===== config.mk =====
export PLATFORM = sky130hd
export DESIGN_NAME = net_rx_decode
export DESIGN_NICKNAME = d
export VERILOG_FILES = /design/src/tile_cfg_pkg.sv /design/src/tile_pkt_pkg.sv /design/src/net_rx_decode.sv
export SDC_FILE = /design/constraint.sdc
export NUM_CORES = 1
export LEC_CHECK = 0
export BUFFER_PORTS_ARGS = -buffer_cell sky130_fd_sc_hd__buf_2
export CORE_AREA = 2 2 160 279
export CTS_CLUSTER_DIAMETER = 200
export DETAILED_ROUTE_END_ITERATION = 10
export DIE_AREA = 0 0 162 281
export GPL_TIMING_DRIVEN = 0
export HOLD_SLACK_MARGIN = 0.05
export PLACE_DENSITY = 0.52
export SLEW_MARGIN = 20
export SYNTH_ARGS = -nofsm -noshare
export SYNTH_HDL_FRONTEND = slang
export SYNTH_SLANG_ARGS = --single-unit

===== constraint.sdc =====
create_clock -name clk_i -period 3.7 [get_ports clk_i]
set_input_delay 0.37 -clock clk_i [delete_from_list [all_inputs] [get_ports clk_i]]
set_output_delay 0.37 -clock clk_i [all_outputs]
set_load 0.05 [all_outputs]

===== src/tile_cfg_pkg.sv =====
`default_nettype none

package tile_cfg_pkg;

   // byte address as seen by the core and carried in packets
   typedef logic [31:0] addr_t;

   // one memory word
   typedef logic [31:0] data_t;

   // byte enables, one per byte of data_t
   typedef logic [3:0] mask_t;

   // mesh coordinates of a tile
   typedef logic [3:0] x_cord_t;
   typedef logic [3:0] y_cord_t;

   // set in an address that leaves the tile
   localparam int remote_bit = 31;

   // destination coordinates inside a remote address
   localparam int dest_x_lsb = 24;
   localparam int dest_y_lsb = 20;

endpackage

`default_nettype wire


===== src/tile_pkt_pkg.sv =====
`default_nettype none

package tile_pkt_pkg;

   typedef enum logic [1:0] {
      op_store    = 2'd0,
      op_freeze   = 2'd1,
      op_unfreeze = 2'd2,
      op_unknown  = 2'd3
   } pkt_op_e;

   // field widths follow the tile vector types
   localparam int pkt_x_w    = $bits(tile_cfg_pkg::x_cord_t);
   localparam int pkt_y_w    = $bits(tile_cfg_pkg::y_cord_t);
   localparam int pkt_data_w = $bits(tile_cfg_pkg::data_t);
   localparam int pkt_addr_w = $bits(tile_cfg_pkg::addr_t);
   localparam int pkt_mask_w = $bits(tile_cfg_pkg::mask_t);
   localparam int pkt_op_w   = $bits(pkt_op_e);

   // fields from the bottom up are x, y, data, addr, mask and op
   localparam int pkt_x_lsb    = 0;
   localparam int pkt_y_lsb    = pkt_x_lsb + pkt_x_w;
   localparam int pkt_data_lsb = pkt_y_lsb + pkt_y_w;
   localparam int pkt_addr_lsb = pkt_data_lsb + pkt_data_w;
   localparam int pkt_mask_lsb = pkt_addr_lsb + pkt_addr_w;
   localparam int pkt_op_lsb   = pkt_mask_lsb + pkt_mask_w;

   localparam int packet_width = pkt_op_lsb + pkt_op_w;

   typedef logic [packet_width-1:0] packet_t;

endpackage

`default_nettype wire


===== src/net_rx_decode.sv =====
`timescale 1ns/1ps
`default_nettype none

module net_rx_decode #(
   parameter int rx_fifo_els_p = 4
) (
   input  logic                  clk_i,
   input  logic                  reset_i,

   input  logic                  in_v_i,
   input  tile_pkt_pkg::packet_t in_data_i,
   output logic                  in_ready_o,

   output logic                  store_v_o,
   output tile_cfg_pkg::addr_t   store_addr_o,
   output tile_cfg_pkg::data_t   store_data_o,
   output tile_cfg_pkg::mask_t   store_mask_o,
   input  logic                  store_yumi_i,

   output logic                  freeze_o,
   output logic                  credit_o,
   output logic                  unknown_o
);

   import tile_pkt_pkg::*;

   localparam int ptr_w_lp   = (rx_fifo_els_p > 1) ? $clog2(rx_fifo_els_p) : 1;
   localparam int count_w_lp = $clog2(rx_fifo_els_p + 1);

   packet_t fifo_mem [rx_fifo_els_p];
   logic [ptr_w_lp-1:0] rd_ptr_r, wr_ptr_r;
   logic [count_w_lp-1:0] count_r;
   logic push, pop;
   logic head_v;
   packet_t head_pkt;
   pkt_op_e head_op;
   logic freeze_r;

   function automatic logic [ptr_w_lp-1:0] ptr_next(input logic [ptr_w_lp-1:0] p);
      return (p == ptr_w_lp'(rx_fifo_els_p - 1)) ? '0 : p + 1'b1;
   endfunction

   assign in_ready_o = (count_r != count_w_lp'(rx_fifo_els_p));
   assign push       = in_v_i & in_ready_o;

   assign head_v   = (count_r != '0);
   assign head_pkt = fifo_mem[rd_ptr_r];
   assign head_op  = pkt_op_e'(head_pkt[pkt_op_lsb +: pkt_op_w]);

   // a store waits for the memory, every other op leaves at once
   assign store_v_o = head_v & (head_op == op_store);
   assign pop       = head_v & ((head_op != op_store) | store_yumi_i);

   assign store_addr_o = head_pkt[pkt_addr_lsb +: pkt_addr_w];
   assign store_data_o = head_pkt[pkt_data_lsb +: pkt_data_w];
   assign store_mask_o = head_pkt[pkt_mask_lsb +: pkt_mask_w];

   // one credit back to the sender per store written
   assign credit_o  = store_v_o & store_yumi_i;
   assign unknown_o = head_v & (head_op == op_unknown);

   always_ff @(posedge clk_i)
   begin
      if (push)
      begin
         fifo_mem[wr_ptr_r] <= in_data_i;
      end
   end

   always_ff @(posedge clk_i)
   begin
      if (reset_i)
      begin
         rd_ptr_r <= '0;
         wr_ptr_r <= '0;
         count_r  <= '0;
      end
      else
      begin
         if (push)
         begin
            wr_ptr_r <= ptr_next(wr_ptr_r);
         end
         if (pop)
         begin
            rd_ptr_r <= ptr_next(rd_ptr_r);
         end
         if (push & ~pop)
         begin
            count_r <= count_r + 1'b1;
         end
         else if (pop & ~push)
         begin
            count_r <= count_r - 1'b1;
         end
      end
   end

   // the core starts frozen until the host unfreezes it
   always_ff @(posedge clk_i)
   begin
      if (reset_i)
      begin
         freeze_r <= 1'b1;
      end
      else if (head_v && head_op == op_freeze)
      begin
         freeze_r <= 1'b1;
      end
      else if (head_v && head_op == op_unfreeze)
      begin
         freeze_r <= 1'b0;
      end
   end

   assign freeze_o = freeze_r;

endmodule

`default_nettype wire


==> parameters.txt, run 1 <==
Parameter                              Value

Timing
  Tightest Pin Transition    0.769 ns
  Unrepaired setup endpoints after global routing    false
  Post-Route Hold Slack    0.196 ns
  Headroom to the max-slew limit    48.7%
  Maximum clock rate    355 MHz
  Slew Limit Fails    0
  Final-report setup violation count    0
  Period utilisation layout    76.2%
  Number of endpoints with negative hold slack in the final report    0
  Clock period minus final worst setup slack    2.82 ns
  Worst clock skew on the final layout    0.00748 ns

Clocking
  Post-CTS Repair Setup Buffers    0
  Clock H-tree levels    1
  Clock net sink count    290
  Reg clk slew, reported paths    0.06 ns
  TritonCTS buffer count    28
  Clock insertion delay at the later pin of the skew report    0.54 ns
  Max Root-Sink Buffers    3
  # hold bufs at CTS    70
  CTS tree    yes
  Root Buffer Master    sky130_fd_sc_hd__clkbuf_16
  PostCTS Resize Cnt    0

Global routing
  Antenna violations before repair    2
  Via count of the first global-routing pass    5,776
  Maximum number of pins on one net before global-route repair    39
  Overall track demand over capacity in global routing    9.85%
  Global-route wire length before repair    33,900 um
  GRT Residual Overflow    0

Logic synthesis
  Proportion of synthesized flip-flops having asynchronous set or reset    0%
  Largest area contributor in the netlist    sky130_fd_sc_hd__edfxtp_1
  Share of the yosys chip area belonging to registers    80.8%
  Total nets after synthesis    522
  Synthesized area per cell    24.6 um2
  Post-synthesis instance area    10,700 um2
  Total of flip-flops plus latches after synthesis    290
  Ys flop type    sky130_fd_sc_hd__edfxtp_1
  Cell types occupying the most area after synthesis    sky130_fd_sc_hd__edfxtp_1 79%, sky130_fd_sc_hd__mux4_2 15%, sky130_fd_sc_hd__dfxtp_1 1.9%, sky130_fd_sc_hd__ha_1 0.70%, sky130_fd_sc_hd__mux2i_1 0.66%
  Number of enable-type register cells in the synthesized netlist    280
  Synth cell types    27
  Cell count after synthesis    433
  Fraction of synthesized cell area taken by the top area cell type    78.9%
  Number of warnings issued by yosys    0

Drt
  Remaining antenna violation count after routing    0
  Total via count after detailed routing    5,186
  Number of iterations in the first detailed-routing pass    4
  Total Wirelength    22,400 um
  Initial DRC count    195
  Per-cell routed wire length    17.7 um
  Drc violations    0
  Detail-routed via count per cell    4.10

Finish
  Commonest non-fill, non-tap cell in the layout    sky130_fd_sc_hd__edfxtp_1
  # nets final    771
  Area growth from synthesis to final layout    29.1%
  Layout cell share with drive strength beyond 1    38.9%
  Post-route cell area    13,800 um2
  Antenna diode count    0
  Leading cell types in the layout, fill and taps excluded    280 x sky130_fd_sc_hd__edfxtp_1, 156 x sky130_fd_sc_hd__buf_2, 70 x sky130_fd_sc_hd__dlygate4sd3_1

Run status
  Outcome    finished, final reports clean

Floorplan
  Num ports    155
  Floorplan die area    45,500 um2
  Number of cell rows    101
  Die height    281 um
  Chip width    162 um
  Starting utilization of the core area    24.7%
  Placeable core region    43,200 um2

Critical path
  Worst EP required    3.33 ns
  Critical path data arrival time    2.45 ns
  CP max FO    10
  Kind of end point of the critical path    primary output
  Startpoint kind of the worst setup timing path    flip-flop
  Crit Path Category    flip-flop to primary output

Flow run
  Max cap viols    0

Placement
  Port buffer count    145
  Detail Placement HPWL    14,000 um
  Post-placement cell area    12,200 um2
  Routability cong.    0.677

Pwr
  Leakage power figure    4.61 nW
  Largest voltage drop on the vdd net    0.000485 V
  P per Cell Area    773 nW/um2

Worst hold path
  Type of the worst min-delay path    input port to flip-flop
==> layout make-up <==
type	count	area, um2
Fill cell	4227	29500
Clock buffer	33	741
Timing Repair Buffer	219	1540
Tap cell	566	708
Clock inverter	15	96.3
Buffer	18	88.8
Inverter	5	18.8
Sequential cell	290	8610
Multi-Input combinational cell	120	1960
==> state kept, by name (all words and copies together), names as in the netlist, named ones only <==
name      count
fifo_mem    280
count_r       3
rd_ptr_r      2
wr_ptr_r      2
freeze_o      1
==> path summary, 6_finish.rpt <==
| check | from | end | slack (ns) | cells after the start |
|---|---|---|---|---|
| max | flip-flop | store_addr_o[7] | 0.88 | 5 |
| min | reset_i | count_r[1] | 0.20 | 2 |
| max reg2reg | flip-flop | count_r[2] | 1.11 | 10 |
| min reg2reg | wr_ptr_r[1] | wr_ptr_r[1] | 0.50 | 2 |
==> cell families (layout without fill, tap and decap cells) <==
family / Yosys count / in the layout / synth area share, %
compound gates: 5 / 5 / 0.270
xor+xnor: 2 / 2 / 0.164
fa+ha+maj: 7 / 7 / 0.892
buf+inv: 23 / 290 / 1.01
flops: 290 / 290 / 80.8
mux: 77 / 77 / 15.3
simple gates: 29 / 29 / 1.55
==> Yosys cell counts, types with 2 or more instances <==
| master | n |
|---|---|
| sky130_fd_sc_hd__or3_1 | 3 |
| sky130_fd_sc_hd__buf_2 | 11 |
| sky130_fd_sc_hd__inv_1 | 5 |
| sky130_fd_sc_hd__clkbuf_1 | 6 |
| sky130_fd_sc_hd__a21oi_1 | 3 |
| sky130_fd_sc_hd__edfxtp_1 | 280 |
| sky130_fd_sc_hd__and3_1 | 5 |
| sky130_fd_sc_hd__ha_1 | 6 |
| sky130_fd_sc_hd__nand2_1 | 8 |
| sky130_fd_sc_hd__mux4_2 | 69 |
| sky130_fd_sc_hd__nor2_1 | 4 |
| sky130_fd_sc_hd__mux2i_1 | 7 |
| sky130_fd_sc_hd__dfxtp_1 | 10 |
| sky130_fd_sc_hd__xor2_1 | 2 |
| sky130_fd_sc_hd__nand3_1 | 2 |
==> worst max-delay path, cell delays in order, from the launching register on <==
cell                      delay [ns]
sky130_fd_sc_hd__dfxtp_1        0.30
sky130_fd_sc_hd__buf_2          0.30
sky130_fd_sc_hd__buf_2          0.34
sky130_fd_sc_hd__buf_2          0.36
sky130_fd_sc_hd__mux4_2         0.37
sky130_fd_sc_hd__buf_2          0.23
==> routing by layer <==
layer	GRT usage (%)	routed length, um	up-vias
met5	0	33	-
met4	3.72	587	4
met3	1.77	1070	35
met2	19.1	12500	112
met1	10.5	8200	2706
li1	-	-	2329
==> where the power goes <==
group	switching, W	internal (W)	total [W]	leakage [nW]
Clock	0.00116	0.00148	0.00264	0.409
Sequential	0.0000749	0.00392	0.00399	2.65
Combinational	0.00276	0.00125	0.00401	1.55
Total	0.00399	0.00665	0.0106	4.61
==> metrics by stage <==
step                      power (W)  setup WS, ns  utilization [%]  std cells  setup TNS [ns]
after floorplan             0.00713         0.439                -        433               0
final                        0.0106         0.882             31.8       1266               0
after detailed placement    0.00812          1.04             28.3       1148               0
after CTS                    0.0109         0.746             31.8       1266               0
after global placement      0.00810        -0.971             28.0       1144         -240.06
after global routing         0.0111         0.718             31.8       1266               0
No activity file was read; power rests on OpenSTA's default activity.
==> run 2: changes to the inputs <==
--- a/config.mk
+++ b/config.mk
@@ -12,7 +12,7 @@
 export DIE_AREA = 0 0 162 281
 export GPL_TIMING_DRIVEN = 0
 export HOLD_SLACK_MARGIN = 0.05
-export PLACE_DENSITY = 0.52
+export PLACE_DENSITY = 0.53
 export SLEW_MARGIN = 20
 export SYNTH_ARGS = -nofsm -noshare
 export SYNTH_HDL_FRONTEND = slang
==> constraint.sdc (replaced) <==
create_clock -name clk_i -period 2.4 [get_ports clk_i]
set_input_delay 0.24 -clock clk_i [delete_from_list [all_inputs] [get_ports clk_i]]
set_output_delay 0.24 -clock clk_i [all_outputs]
set_load 0.05 [all_outputs]
==> run 2 against run 1 <==
Compared with the run above: cell count is 0.47% higher; critical path type unchanged; first-iteration DRC count is 55% higher; final area is 1.7% higher; non-clock buffer count is 5 higher; via count is 0.29% lower; highest routed layer unchanged; clock skew is 0.013 ns higher; sequential power is 54% higher; critical endpoint is now credit_o; critical path depth is 1 higher.
==> parameters.txt, run 2 (synthesis results as in run 1) <==
Parameter                              Value

Flow run
  Max cap viols    0

Pwr
  Internal Dissipation    0.0106 W
  Portion of total power attributed to the clock network    25.3%
  Total power consumption of the routed design    0.0169 W
  Switch share    37.1%
  Combinational group share of total power    38.3%
  Leakage power figure    4.71 nW
  Net load switching power    0.00627 W
  Sequential Power Share    36.5%
  Largest voltage drop on the vdd net    0.000759 V
  P per Cell Area    1210 nW/um2

Timing
  Maximum clock rate    427 MHz
  Headroom to the max-slew limit    54.1%
  Period utilisation layout    97.7%
  Tightest Pin Transition    0.688 ns
  Fin worst setup slack    0.0564 ns
  Clock period minus final worst setup slack    2.34 ns
  Slew Limit Fails    0
  Number of endpoints with negative hold slack in the final report    0
  Post-Route Hold Slack    0.0948 ns
  Worst clock skew on the final layout    0.0207 ns
  Unrepaired setup endpoints after global routing    true
  Final-report setup violation count    0

Finish
  Top Registers    fifo_mem: 280 flops, count_r: 3 flops
  FF+latch area    8610 um2
  Area growth from synthesis to final layout    31.3%
  Leading cell types in the layout, fill and taps excluded    280 x sky130_fd_sc_hd__edfxtp_1, 144 x sky130_fd_sc_hd__buf_2, 70 x sky130_fd_sc_hd__dlygate4sd3_1
  Commonest non-fill, non-tap cell in the layout    sky130_fd_sc_hd__edfxtp_1
  Number of flip-flops under the largest register name    280
  Post-route cell area    14,000 um2
  Multi-input gate area in the final layout    2000 um2
  Reg with most FFs    fifo_mem
  Number of filler instances in the final layout    4,206
  Number of cells in the finished layout apart from fillers    1,272
  Antenna diode count    0
  Layout cell share with drive strength beyond 1    41.5%
  # nets final    776

Clocking
  Clock insertion delay at the later pin of the skew report    0.56 ns
  Clock H-tree levels    1
  Max Root-Sink Buffers    3
  CTS tree    yes
  Root Buffer Master    sky130_fd_sc_hd__clkbuf_16
  TritonCTS buffer count    28
  Clock net sink count    290
  Reg clk slew, reported paths    0.06 ns

Drt
  Number of iterations in the first detailed-routing pass    4
  Initial DRC count    303
  Remaining antenna violation count after routing    0
  Total Wirelength    22,500 um
  Drc violations    0
  Total via count after detailed routing    5,171
  Per-cell routed wire length    17.7 um
  Detail-routed via count per cell    4.07

Global routing
  GRT Residual Overflow    0
  Overall track demand over capacity in global routing    9.81%
  Global-route wire length before repair    33,500 um
  Maximum number of pins on one net before global-route repair    41
  Met1 usage    10.1%
  GRT Max-Usage Layer    met2
  Antenna violations before repair    3
  Via count of the first global-routing pass    5,708
  Met3 track utilization from global routing    1.86%
  Global Route met2 Usage    19.3%

Critical path
  Critical path data arrival time    2.10 ns
  CP max FO    9
  Setup slack of the most critical reg-to-reg path    0.10 ns
  Depth of the most critical reg-to-reg path    10
  Startpoint kind of the worst setup timing path    flip-flop
  Crit Path Category    flip-flop to primary output
  Kind of end point of the critical path    primary output
  Worst EP required    2.16 ns
  Endpoint of the most critical register-to-register path    count_r[2]

Placement
  Routability cong.    0.679
  Pre-CTS setup slack    -0.195 ns
  Port buffer count    145
  Detail Placement HPWL    14,300 um
  Total placed cells including tap cells    1,149
  Post-placement cell area    12,200 um2

Floorplan
  Number of cell rows    101
  Floorplan die area    45,500 um2
  Chip width    162 um
  Starting utilization of the core area    24.7%
  Die height    281 um
  Num ports    155
  Placeable core region    43,200 um2

Worst hold path
  Type of the worst min-delay path    input port to flip-flop
  Cell depth of the worst min-delay path    2
  Worst Hold Path EP    count_r[0]
  Hold_sp    reset_i

Run status
  Outcome    finished, final reports clean
## run 2: changes by cell type in the layout (fill, tap and decap cells not counted), moves of 2 or more
cell and delta:
sky130_fd_sc_hd__buf_4 +9, sky130_fd_sc_hd__buf_6 +3, sky130_fd_sc_hd__dfxtp_1 -2, sky130_fd_sc_hd__dfxtp_2 +2, sky130_fd_sc_hd__buf_2 -12, sky130_fd_sc_hd__buf_12 +4, sky130_fd_sc_hd__clkbuf_2 +5, sky130_fd_sc_hd__mux2i_4 +2
sky130_fd_sc_hd__mux2i_1 -3, sky130_fd_sc_hd__inv_6 +3, sky130_fd_sc_hd__clkbuf_1 -6
## run 2: worst max-delay path, cell delays in order, from the launching register on
cell and delay [ns]:
sky130_fd_sc_hd__dfxtp_2 0.34, sky130_fd_sc_hd__buf_12 0.14, sky130_fd_sc_hd__mux4_2 0.53, sky130_fd_sc_hd__nand2b_4 0.17, sky130_fd_sc_hd__nor2_4 0.10, sky130_fd_sc_hd__and2_4 0.15
sky130_fd_sc_hd__buf_8 0.13
## run 2: repair_timing
action,in CTS,in global routing
resized for setup,31,6
endpoints found under the setup margin,72,14
cloned,0,0
hold buffers,70,0
pin swaps,0,1
hold endpoints to repair,280,0
buffers inserted,1,3
## run 2: worst max-delay path by stage
stage               startpoint              end  slack, ns  cells after the start
finish               flip-flop         credit_o       0.06                      6
global route         flip-flop         credit_o      -0.05                      6
CTS                  flip-flop       count_r[2]      -0.06                     10
detailed placement   flip-flop       count_r[2]      -0.19                     10
global placement    count_r[0]  fifo_mem[0][28]      -0.54                      3
floorplan           count_r[0]       count_r[2]       0.15                     10
## run 2: power by group through the flow
| stage | logic [W] | registers [W] | clock network (W) |
|---|---|---|---|
| after floorplan | 0.00471 | 0.00626 | 0 |
| after CTS | 0.00656 | 0.00616 | 0.00444 |
| after detailed placement | 0.00628 | 0.00626 | 0 |
| after global placement | 0.00619 | 0.00627 | 0 |
| final | 0.00646 | 0.00616 | 0.00426 |
| after global routing | 0.00683 | 0.00620 | 0.00461 |
## run 2: cell type report
class / instances / area share, %
sequential: 290 / 61.5
multi-input combinational: 120 / 14.3
timing repair buffer: 224 / 11.5
clock buffer: 32 / 5.27
tap: 566 / 5.06
buffer: 18 / 1.14
clock inverter: 17 / 1.06
inverter: 5 / 0.134
## run 2: stage by stage
| step | util (%) | setup TNS [ns] |
|---|---|---|
| after global routing | 32.4 | -0.251 |
| after global placement | 28.0 | -136.81 |
| after floorplan | - | 0 |
| final | 32.4 | 0 |
| after CTS | 32.2 | -0.0902 |
| after detailed placement | 28.3 | -0.195 |
## run 2: routing by layer
| metal | part of all wire [%] | up-vias | wire (um) |
|---|---|---|---|
| met2 | 57 | 110 | 12700 |
| met3 | 4.4 | 43 | 984 |
| met1 | 36 | 2671 | 8140 |
| met4 | 2.6 | 6 | 591 |
| met5 | 0.20 | - | 44 |
| li1 | - | 2341 | - |
