<file path="src/tile_cfg_pkg.sv">
`default_nettype none

package tile_cfg_pkg;

   // byte address as seen by the core and carried in packets
   typedef logic [31:0] addr_t;

   // one memory word
   typedef logic [31:0] data_t;

   // byte enables, one per byte of data_t
   typedef logic [3:0] mask_t;

   // mesh coordinates of a tile
   typedef logic [3:0] x_cord_t;
   typedef logic [3:0] y_cord_t;

   // set in an address that leaves the tile
   localparam int remote_bit = 31;

   // destination coordinates inside a remote address
   localparam int dest_x_lsb = 24;
   localparam int dest_y_lsb = 20;

endpackage

`default_nettype wire

</file>
<file path="src/tile_pkt_pkg.sv">
`default_nettype none

package tile_pkt_pkg;

   typedef enum logic [1:0] {
      op_store    = 2'd0,
      op_freeze   = 2'd1,
      op_unfreeze = 2'd2,
      op_unknown  = 2'd3
   } pkt_op_e;

   // field widths follow the tile vector types
   localparam int pkt_x_w    = $bits(tile_cfg_pkg::x_cord_t);
   localparam int pkt_y_w    = $bits(tile_cfg_pkg::y_cord_t);
   localparam int pkt_data_w = $bits(tile_cfg_pkg::data_t);
   localparam int pkt_addr_w = $bits(tile_cfg_pkg::addr_t);
   localparam int pkt_mask_w = $bits(tile_cfg_pkg::mask_t);
   localparam int pkt_op_w   = $bits(pkt_op_e);

   // fields from the bottom up are x, y, data, addr, mask and op
   localparam int pkt_x_lsb    = 0;
   localparam int pkt_y_lsb    = pkt_x_lsb + pkt_x_w;
   localparam int pkt_data_lsb = pkt_y_lsb + pkt_y_w;
   localparam int pkt_addr_lsb = pkt_data_lsb + pkt_data_w;
   localparam int pkt_mask_lsb = pkt_addr_lsb + pkt_addr_w;
   localparam int pkt_op_lsb   = pkt_mask_lsb + pkt_mask_w;

   localparam int packet_width = pkt_op_lsb + pkt_op_w;

   typedef logic [packet_width-1:0] packet_t;

endpackage

`default_nettype wire

</file>
<file path="src/remote_store_tx.sv">
`timescale 1ns/1ps
`default_nettype none

module remote_store_tx #(
   parameter int max_credits_p = 8
) (
   input  logic                  clk_i,
   input  logic                  reset_i,

   input  logic                  req_v_i,
   input  tile_cfg_pkg::addr_t   addr_i,
   input  tile_cfg_pkg::data_t   data_i,
   input  tile_cfg_pkg::mask_t   mask_i,
   output logic                  launch_o,

   output logic                  net_v_o,
   output tile_pkt_pkg::packet_t net_data_o,
   input  logic                  net_ready_i,
   input  logic                  credit_i,

   output logic                  outstanding_o
);

   import tile_cfg_pkg::*;
   import tile_pkt_pkg::*;

   localparam int credit_w_lp = $clog2(max_credits_p + 1);

   logic [credit_w_lp-1:0] credits_r;
   x_cord_t dest_x;
   y_cord_t dest_y;

   assign dest_x = addr_i[dest_x_lsb +: $bits(x_cord_t)];
   assign dest_y = addr_i[dest_y_lsb +: $bits(y_cord_t)];

   always_comb
   begin
      net_data_o = '0;
      net_data_o[pkt_op_lsb   +: pkt_op_w]   = op_store;
      net_data_o[pkt_mask_lsb +: pkt_mask_w] = mask_i;
      net_data_o[pkt_addr_lsb +: pkt_addr_w] = addr_i;
      net_data_o[pkt_data_lsb +: pkt_data_w] = data_i;
      net_data_o[pkt_y_lsb    +: pkt_y_w]    = dest_y;
      net_data_o[pkt_x_lsb    +: pkt_x_w]    = dest_x;
   end

   // no request goes out without a credit in hand
   assign net_v_o  = req_v_i & (credits_r != '0);
   assign launch_o = net_v_o & net_ready_i;

   always_ff @(posedge clk_i)
   begin
      if (reset_i)
      begin
         credits_r <= credit_w_lp'(max_credits_p);
      end
      else if (launch_o & ~credit_i)
      begin
         credits_r <= credits_r - 1'b1;
      end
      else if (credit_i & ~launch_o)
      begin
         // saturate if the mesh returns more than was taken
         if (credits_r != credit_w_lp'(max_credits_p))
         begin
            credits_r <= credits_r + 1'b1;
         end
      end
   end

   // used by the core as a fence condition
   assign outstanding_o = (credits_r != credit_w_lp'(max_credits_p));

endmodule

`default_nettype wire

</file>
<file path="config.mk">
export PLATFORM = sky130hd
export DESIGN_NAME = remote_store_tx
export DESIGN_NICKNAME = d
export VERILOG_FILES = /design/src/tile_cfg_pkg.sv /design/src/tile_pkt_pkg.sv /design/src/remote_store_tx.sv
export SDC_FILE = /design/constraint.sdc
export NUM_CORES = 1
export LEC_CHECK = 0
export BUFFER_PORTS_ARGS = -buffer_cell sky130_fd_sc_hd__buf_2
export CORE_ASPECT_RATIO = 0.7
export CORE_MARGIN = 1.5
export CORE_UTILIZATION = 25
export CTS_CLUSTER_SIZE = 8
export DETAILED_ROUTE_END_ITERATION = 10
export MAX_ROUTING_LAYER = met4
export PLACE_DENSITY_LB_ADDON = 0.2
export RECOVER_POWER = 100
export REMOVE_ABC_BUFFERS = 1
export SYNTH_ARGS = -nofsm -noshare
export SYNTH_HDL_FRONTEND = slang
export SYNTH_SLANG_ARGS = --single-unit
</file>
<file path="constraint.sdc">
create_clock -name clk_i -period 2.29 [get_ports clk_i]
set_input_delay 0.458 -clock clk_i [delete_from_list [all_inputs] [get_ports clk_i]]
set_output_delay 0.458 -clock clk_i [all_outputs]
set_load 0.01 [all_outputs]
</file>
==> results of run 1 <==
## through the flow
step | utilization (%) | std cells | TNS (ps) | hold slack [ps] | power, mW
floorplan | - | 35 | -106 | 486 | 0.221
global placement | 13.1 | 97 | 0 | 555 | 0.297
detailed placement | 13.1 | 97 | -12.8 | 573 | 0.294
CTS | 14.6 | 100 | 0 | 491 | 0.443
global route | 14.4 | 100 | 0 | 489 | 0.459
finish | 14.4 | 100 | 0 | 490 | 0.431
## power groups by stage
| stage | clock network, mW | logic (mW) | registers, mW |
|---|---|---|---|
| floorplan | 0 | 0.115 | 0.107 |
| global placement | 0 | 0.205 | 0.0923 |
| detailed placement | 0 | 0.201 | 0.0925 |
| CTS | 0.147 | 0.204 | 0.0915 |
| global route | 0.154 | 0.213 | 0.0921 |
| finish | 0.145 | 0.195 | 0.0914 |
## routing by layer
metal	up-vias	part of all wire (%)	global-route usage, %
li1	146	-	-
met1	181	16	12.2
met2	136	46	42.9
met3	6	37	49.9
met4	0	1.8	6.06
met5	-	0	-
## worst paths after layout
| path | slack, ps | cells past startpoint | to | from |
|---|---|---|---|---|
| min | 490 | 2 | credits_r[2] | reset_i |
| max reg2reg | 80 | 8 | credits_r[3] | credits_r[0] |
| max | 80 | 8 | credits_r[3] | credits_r[0] |
| min reg2reg | 580 | 2 | credits_r[3] | credits_r[3] |
## cell families (layout without fill, tap and decap cells)
family	Yosys count	count (layout)	share of synthesized area, %
buf+inv	83	20	66.9
simple gates	10	10	7.76
compound gates	7	7	6.65
fa+ha+maj	4	4	6.37
flops	4	4	8.86
xor+xnor	2	2	1.94
other cells	1	2	0.415
mux	1	1	1.11
## worst max-delay path, cell delays in order (launching register included)
cell	delay, ps
dfxtp_1	300
o41a_1	430
and2_1	190
ha_2	220
ha_4	280
a21oi_1	80
a211o_1	300
a21oi_2	130
mux2i_1	190
## cell usage after synthesis, drive strengths merged
library cell / number
ha: 3
fa: 1
xnor2: 2
nand2: 2
a211o: 1
buf: 78
inv: 5
nor2: 3
conb: 1
a211oi: 1
mux2i: 1
nor2b: 1
nand3: 2
dfxtp: 4
and2: 1
nor4b: 1
o41a: 1
a21oi: 4
## what timing repair did
item,in CTS,in global routing
endpoints found under the setup margin,1,1
hold endpoints to repair,0,0
hold buffers,0,0
resized for setup,1,1
## layout make-up
| cell class | instances | area (µm²) | share of cell area [%] |
|---|---|---|---|
| multi-input cells | 26 | 233 | 46.3 |
| flip-flops and latches | 4 | 80.1 | 15.9 |
| repair buffers | 12 | 67.6 | 13.4 |
| well taps | 50 | 62.6 | 12.4 |
| clock buffers | 3 | 41.3 | 8.21 |
| inverters | 5 | 18.8 | 3.73 |
==> results_dict.tcl, run 1 <==
set metrics [dict create \
    startpoint_type "flip-flop" \
    ios 154 \
    preCtsSetupSlack_ps -12.8 \
    clock-root-buffer "clkbuf_8" \
    antenna_found_initial 0 \
    hold_viol_final 0 \
    setup_violations 0 \
    die_h_um 53.3 \
    drtAntennaViolNets 0 \
    critPathCaptureType "flip-flop" \
    first_global_vias 426 \
    path_clk_slew_ps 30 \
    drt_first_pass_iters 5 \
    fin_area_um2 503 \
    period_share_pct 96.3 \
    grt_pass1_wl_um 6290 \
    power_density_mw_per_mm2 857 \
    top_regs "credits_r (4)" \
    hpwl_um 5470 \
    numCtsBuffers 3 \
    grt_max_degree 6 \
    netlist_area_um2 903 \
    synth_cell_types 20 \
    ys_top_cells_by_area "buf_4 65%, dfxtp_1 8.9%, ha_1 4.2%" \
    irDropWorstVdd_mv 0.205 \
    route.detailed.drc 0 \
    slew_viol_final 0 \
    cellLeakagePower_nw 0.197 \
    synth_top_area_share_pct 64.8 \
    max_freq_mhz 453 \
    yosysWarnings 0 \
    insertion_delay_ps 210 \
    die-area_mm2 0.00399 \
    synth_area_leader_cell "buf_4" \
    area_growth_syn_to_layout_pct -44.3 \
    postCtsSetupRepairBufs 0 \
    routed_wl_um 5680 \
    grt.total_usage_pct 28.1 \
    rsz0062_at_grt "no" \
    seq_area_frac_synth_pct 8.86 \
    power.switching_uw 145 \
    vias 469 \
    required_ps 2430 \
    die_width_um 74.8 \
    overflow 0 \
    wl_per_cell_um 56.8 \
    place.gp.congestion 0.934 \
    vias_per_cell 4.69 \
    synth.avg_cell_area_um2 8.07 \
    crit_type "reg2reg" \
    p_comb_share_pct 45.3 \
    p_int_uw 286 \
    critPathArrivalTime_ps 2340 \
    n_antenna_cell 0 \
    seqPwrFrac_pct 21.2 \
    cts_tree "done" \
    cts_buffer_depth 2 \
    layout_common_cells "6 x buf_2, 5 x inv_1, 4 x dfxtp_1, 4 x buf_4" \
    ys_ff_latch 4 \
    cts-htree-levels 1 \
    crit_path_max_fanout 3 \
    placed_area_um2 457 \
    dr.first_iter.drc_count 26 \
    status "complete, no violations" \
    nets 129 \
    swShare_pct 33.7 \
    setup_slack_ps 84.2 \
    initial_core_util_pct 25.9 \
    period_needed_ps 2210 \
    drv_cap 0 \
    fin_skew_ps 1.81 \
    pwr-share-clk_pct 33.5 \
    largest_reg_flops 4 \
    portBuffers 7 \
    rows 18 \
    synthCells 112 \
    regMostFlops "credits_r" \
    clock-sinks 4 \
    hold_path.class "in2reg" \
    core_mm2 0.00349 \
    fill_cells 399 \
    layout_commonest_cell "buf_2" \
    layout-drive-gt1-share_pct 38.0 \
]
Note: power is estimated with default switching activity, not from simulation.
==> inputs of run 2 (changes only) <==
--- a/config.mk
+++ b/config.mk
@@ -5,6 +5,7 @@
 export SDC_FILE = /design/constraint.sdc
 export NUM_CORES = 1
 export LEC_CHECK = 0
+export ABC_AREA = 1
 export BUFFER_PORTS_ARGS = -buffer_cell sky130_fd_sc_hd__buf_2
 export CORE_ASPECT_RATIO = 0.7
 export CORE_MARGIN = 1.5
==> run 2 against run 1 <==
Sequential power is 44% higher; clock power is 5% higher; maximum frequency is 6.1% higher; die area is 2.4% higher; flip-flop and latch count stayed put; sequential share of layout area is 0.36 points higher; largest cell class unchanged.
==> results_dict.tcl, run 2 <==
set metrics [dict create \
    synth_most_common_cell "buf_4" \
    r2r_start "credits_r[0]" \
    drt_first_pass_iters 4 \
    swShare_pct 45.0 \
    area_growth_syn_to_layout_pct -46.9 \
    crit_path_max_fanout 4 \
    synth_ff_type "dfxtp_1" \
    crit_type "reg2reg" \
    numCtsBuffers 3 \
    insertion_delay_ps 220 \
    rsz0062_at_grt "no" \
    layout_commonest_cell "nand2_1" \
    preCtsSetupSlack_ps 223 \
    synth_cell_types 18 \
    rows 18 \
    antenna_found_initial 0 \
    wl_per_cell_um 51.0 \
    overflow 0 \
    cts_buffer_depth 2 \
    synth.avg_cell_area_um2 7.07 \
    core_mm2 0.00354 \
    die_width_um 75.7 \
    synth-edff-count 0 \
    cellLeakagePower_nw 0.254 \
    dr.first_iter.drc_count 35 \
    async_flop_share_pct 0 \
    r2r_slack_ps 210 \
    period_share_pct 90.8 \
    cts-resized-gates 0 \
    p_int_uw 350 \
    startpoint_type "flip-flop" \
    netlist_area_um2 926 \
    r2r_cells 10 \
    die-area_mm2 0.00408 \
    synth_area_leader_cell "buf_4" \
    path_buf_inv 0 \
    synth_commonest_cells "78 x buf_4, 14 x nand2_1, 8 x nor2_1" \
    first_global_vias 511 \
    required_ps 2400 \
    clock-root-buffer "clkbuf_8" \
    synth_top_area_share_pct 63.2 \
    die_h_um 53.9 \
    nets 145 \
    vias_per_cell 4.92 \
    layout_common_cells "14 x nand2_1, 10 x nor2_1, 7 x inv_1" \
    status "complete, no violations" \
    max_freq_mhz 481 \
    critPathCaptureType "flip-flop" \
    initial_core_util_pct 26.2 \
    grt_max_degree 5 \
    slew_viol_final 0 \
    synthCells 131 \
    drtAntennaViolNets 0 \
    n_antenna_cell 0 \
    yosysWarnings 0 \
    top_regs "credits_r (4)" \
    cts-htree-levels 1 \
    hold_start "reset_i" \
    power.switching_uw 287 \
    largest_reg_flops 4 \
    pwr-share-clk_pct 23.8 \
    critPathArrivalTime_ps 2190 \
    period_needed_ps 2080 \
    drv_cap 0 \
    slowest_delay_ps 310 \
    hold_depth 3 \
    cts_hold_buf 0 \
    crit_family "simple AND/OR/NAND/NOR gates" \
    path_clk_slew_ps 30 \
    hold_viol_final 0 \
    hpwl_um 5690 \
    cts_tree "done" \
    regToRegEndpoint "credits_r[3]" \
    clock-sinks 4 \
    portBuffers 7 \
    grt_pass1_wl_um 6820 \
    regMostFlops "credits_r" \
    routed_wl_um 5910 \
    setup_violations 0 \
    p_comb_share_pct 55.4 \
    vias 571 \
    seqPwrFrac_pct 20.8 \
    seq_area_frac_synth_pct 8.65 \
    ys_ff_latch 4 \
    layout-drive-gt1-share_pct 24.2 \
    cp_slowest_cell "ha_1" \
    ys_top_cells_by_area "buf_4 63%, dfxtp_1 8.6%, nand2_1 5.7%" \
    route.detailed.drc 0 \
    irDropWorstVdd_mv 0.294 \
    tns_ps 0 \
    min_to "credits_r[3]" \
    place.gp.congestion 1.00 \
    setup_slack_ps 211 \
    ios 154 \
    hold_path.class "in2reg" \
    fin_skew_ps 0.942 \
    cpMostUsedCell "nand2_1" \
    grt.total_usage_pct 29.2 \
    crit_chain "nor2_1 > a21boi_1 > and2_0 > ha_1 > ha_1 > or2_2 > nand3_1 > nand2_1 > nand2_1 > nand2_1" \
    power_density_mw_per_mm2 1300 \
    postCtsSetupRepairBufs 0 \
]
## run 2: worst reg2reg max path: stages, from the launching register on
cell      delay (ps)
dfxtp_1          300
nor2_1           250
a21boi_1         120
and2_0           170
ha_1             260
ha_1             310
or2_2            300
nand3_1           90
nand2_1           70
nand2_1           50
nand2_1           40
## run 2: power groups by stage
stage	clock (mW)	combinational, mW	sequential [mW]
2_1_floorplan	0	0.247	0.135
3_3_place_gp	0	0.368	0.138
3_5_place_dp	0	0.358	0.137
4_1_cts	0.152	0.359	0.137
5_1_grt	0.155	0.410	0.137
6_report	0.152	0.353	0.132
## run 2: metal layers
layer / vias up / share of wire [%] / track usage, %
met5: - / 0 / -
met1: 225 / 15 / 13.2
li1: 184 / - / -
met2: 146 / 45 / 44.6
met3: 16 / 37 / 50.6
met4: 0 / 3.4 / 7.14
## run 2: kinds of logic (layout without fill, tap and decap cells)
kind of cell / after synthesis / count (layout) / synth area share, %
buffers and inverters: 87 / 21 / 66.9
AND/OR/NAND/NOR: 32 / 32 / 15.5
adder cells (fa/ha/maj): 4 / 4 / 6.22
flip-flops: 4 / 4 / 8.65
AO/OA/AOI/OAI: 2 / 2 / 1.35
other: 1 / 2 / 0.405
XOR/XNOR: 1 / 1 / 0.946
## run 2: cell type report
cell class	count	area [µm²]
Sequential cell	4	80.1
Tap cell	50	62.6
Multi-Input combinational cell	41	225
Fill cell	426	3040
Clock buffer	3	41.3
Inverter	9	33.8
Timing Repair Buffer	9	48.8
## run 2: worst max path at each step
stage                       startpoint  slack, ps            to  cells after the start
final                     credits_r[0]        210  credits_r[3]                     10
after global routing      credits_r[1]         90  credits_r[3]                     10
after CTS                 credits_r[0]        320  credits_r[3]                     10
after detailed placement       req_v_i        220  credits_r[3]                     10
after global placement         req_v_i        230  credits_r[3]                     10
after floorplan                req_v_i        250  credits_r[2]                      9
## run 2: per-stage QoR
step	instances	hold slack, ps	util (%)	instance area [µm²]	total power [mW]
floorplan	54	491	-	344	0.382
finish	116	437	13.9	492	0.637
global placement	113	537	12.9	457	0.506
CTS	116	440	14.1	498	0.648
global route	116	446	13.9	492	0.702
detailed placement	113	542	12.9	457	0.495
==> inputs of run 3 (changes only) <==
--- a/config.mk
+++ b/config.mk
@@ -12,10 +12,12 @@
 export CORE_UTILIZATION = 25
 export CTS_CLUSTER_SIZE = 8
 export DETAILED_ROUTE_END_ITERATION = 10
+export GPL_TIMING_DRIVEN = 0
 export MAX_ROUTING_LAYER = met4
 export PLACE_DENSITY_LB_ADDON = 0.2
 export RECOVER_POWER = 100
 export REMOVE_ABC_BUFFERS = 1
+export SLEW_MARGIN = 5
 export SYNTH_ARGS = -nofsm -noshare
 export SYNTH_HDL_FRONTEND = slang
 export SYNTH_SLANG_ARGS = --single-unit
==> run 3 against run 2 <==
Maximum frequency fell by 2.1%; total power fell by 4.7%; register-to-register slack got worse by 40 ps.
==> results_dict.tcl, run 3 (same netlist as run 2, synthesis figures left out) <==
set metrics [dict create \
    die_width_um 75.7 \
    drtAntennaViolNets 0 \
    rows 18 \
    fin_area_um2 479 \
    drt-met1-wl_um 885 \
    p_comb_share_pct 51.5 \
    clock-sinks 4 \
    cts_buffer_depth 2 \
    p_int_uw 336 \
    cts-htree-levels 1 \
    hold_path.class "in2reg" \
    layout_common_cells "14 x nand2_1, 9 x nor2_1, 7 x inv_1" \
    postCtsSetupRepairBufs 0 \
    whs_ps 449 \
    power_density_mw_per_mm2 1270 \
    vias_per_cell 4.62 \
    overflow 0 \
    period_share_pct 92.7 \
    regMostFlops "credits_r" \
    topRoutingLayerUsed "met4" \
    vias 527 \
    setup_violations 0 \
    cts_tree "done" \
    place.gp.congestion 0.990 \
    startpoint_type "flip-flop" \
    clock-root-buffer "clkbuf_8" \
    swShare_pct 44.6 \
    grt.total_usage_pct 28.4 \
    first_global_vias 491 \
    path_clk_slew_ps 30 \
    nets 143 \
    antenna_found_initial 0 \
    n_antenna_cell 0 \
    regArea_um2 80.1 \
    route.detailed.drc 0 \
    critPathArrivalTime_ps 2240 \
    largest_reg_flops 4 \
    routed_wl_um 5780 \
    hold_viol_final 0 \
    critPathCaptureType "flip-flop" \
    layout_commonest_cell "nand2_1" \
    cts-resized-gates 0 \
    wl_met2_um 2650 \
    grt_pass1_wl_um 6500 \
    numCtsBuffers 3 \
    multi_input_area_um2 228 \
    portBuffers 7 \
    ios 154 \
    fin_skew_ps 3.48 \
    wl_per_cell_um 50.7 \
    rsz0062_at_grt "no" \
    hpwl_um 5590 \
    drt_first_pass_iters 4 \
    fin_util_pct 13.6 \
    cellLeakagePower_nw 0.244 \
    seqPwrFrac_pct 23.9 \
    die-area_mm2 0.00408 \
    pwr-share-clk_pct 24.6 \
    core_mm2 0.00354 \
    insertion_delay_ps 220 \
    grt_max_degree 6 \
    period_needed_ps 2120 \
    drv_cap 0 \
    crit_path_max_fanout 5 \
    final_cells 114 \
    die_h_um 53.9 \
    placed_area_um2 442 \
    layout-drive-gt1-share_pct 23.4 \
    status "complete, no violations" \
    required_ps 2400 \
    tns_ps 0 \
    cts_hold_buf 0 \
    irDropWorstVdd_mv 0.264 \
    slew_viol_final 0 \
    max_freq_mhz 471 \
    fill_cells 425 \
    place_inst 111 \
    top_regs "credits_r (4)" \
    dr.first_iter.drc_count 29 \
    initial_core_util_pct 26.2 \
    power.switching_uw 271 \
    area_growth_syn_to_layout_pct -48.2 \
    met3_length_um 2130 \
    crit_type "reg2reg" \
]
run 3: final cells by class:
class | count | area share, %
clock buffers | 3 | 8.62
flip-flops and latches | 4 | 16.7
well taps | 50 | 13.1
repair buffers | 7 | 7.05
inverters | 9 | 7.05
multi-input cells | 41 | 47.5
run 3: final timing paths:
path / to / from / depth (start not counted) / slack, ps
hold / removal: credits_r[3] / reset_i / 3 / 450
setup reg to reg: credits_r[2] / credits_r[0] / 10 / 170
hold reg to reg: credits_r[2] / credits_r[2] / 2 / 530
setup / recovery: credits_r[2] / credits_r[0] / 10 / 170
run 3: power groups by stage:
stage	Combinational, mW	Sequential (mW)	Clock [mW]
5_1_grt	0.371	0.152	0.155
2_1_floorplan	0.247	0.135	0
3_3_place_gp	0.322	0.149	0
4_1_cts	0.319	0.146	0.149
3_5_place_dp	0.317	0.148	0
6_report	0.313	0.145	0.149
run 3: through the flow:
stage                     total power, mW  setup slack, ps
after global placement              0.471              170
after floorplan                     0.382              252
final                               0.607              167
after global routing                0.678             58.4
after detailed placement            0.465              187
after CTS                           0.615              232
run 3: worst max-delay path, cell delays in order (launching register included):
cell      delay [ps]
dfxtp_1          410
nor2_2            90
a21boi_1         160
and2_0           240
ha_1             260
inv_1            110
fa_1             390
xor2_1           140
nand3_1           90
nand2_1           70
nor2_1            50
run 3: metal layers:
layer,GRT usage [%],up-vias
met2,44.2,126
met1,12.5,210
li1,-,179
met4,5.65,0
met3,49.4,12
met5,-,-
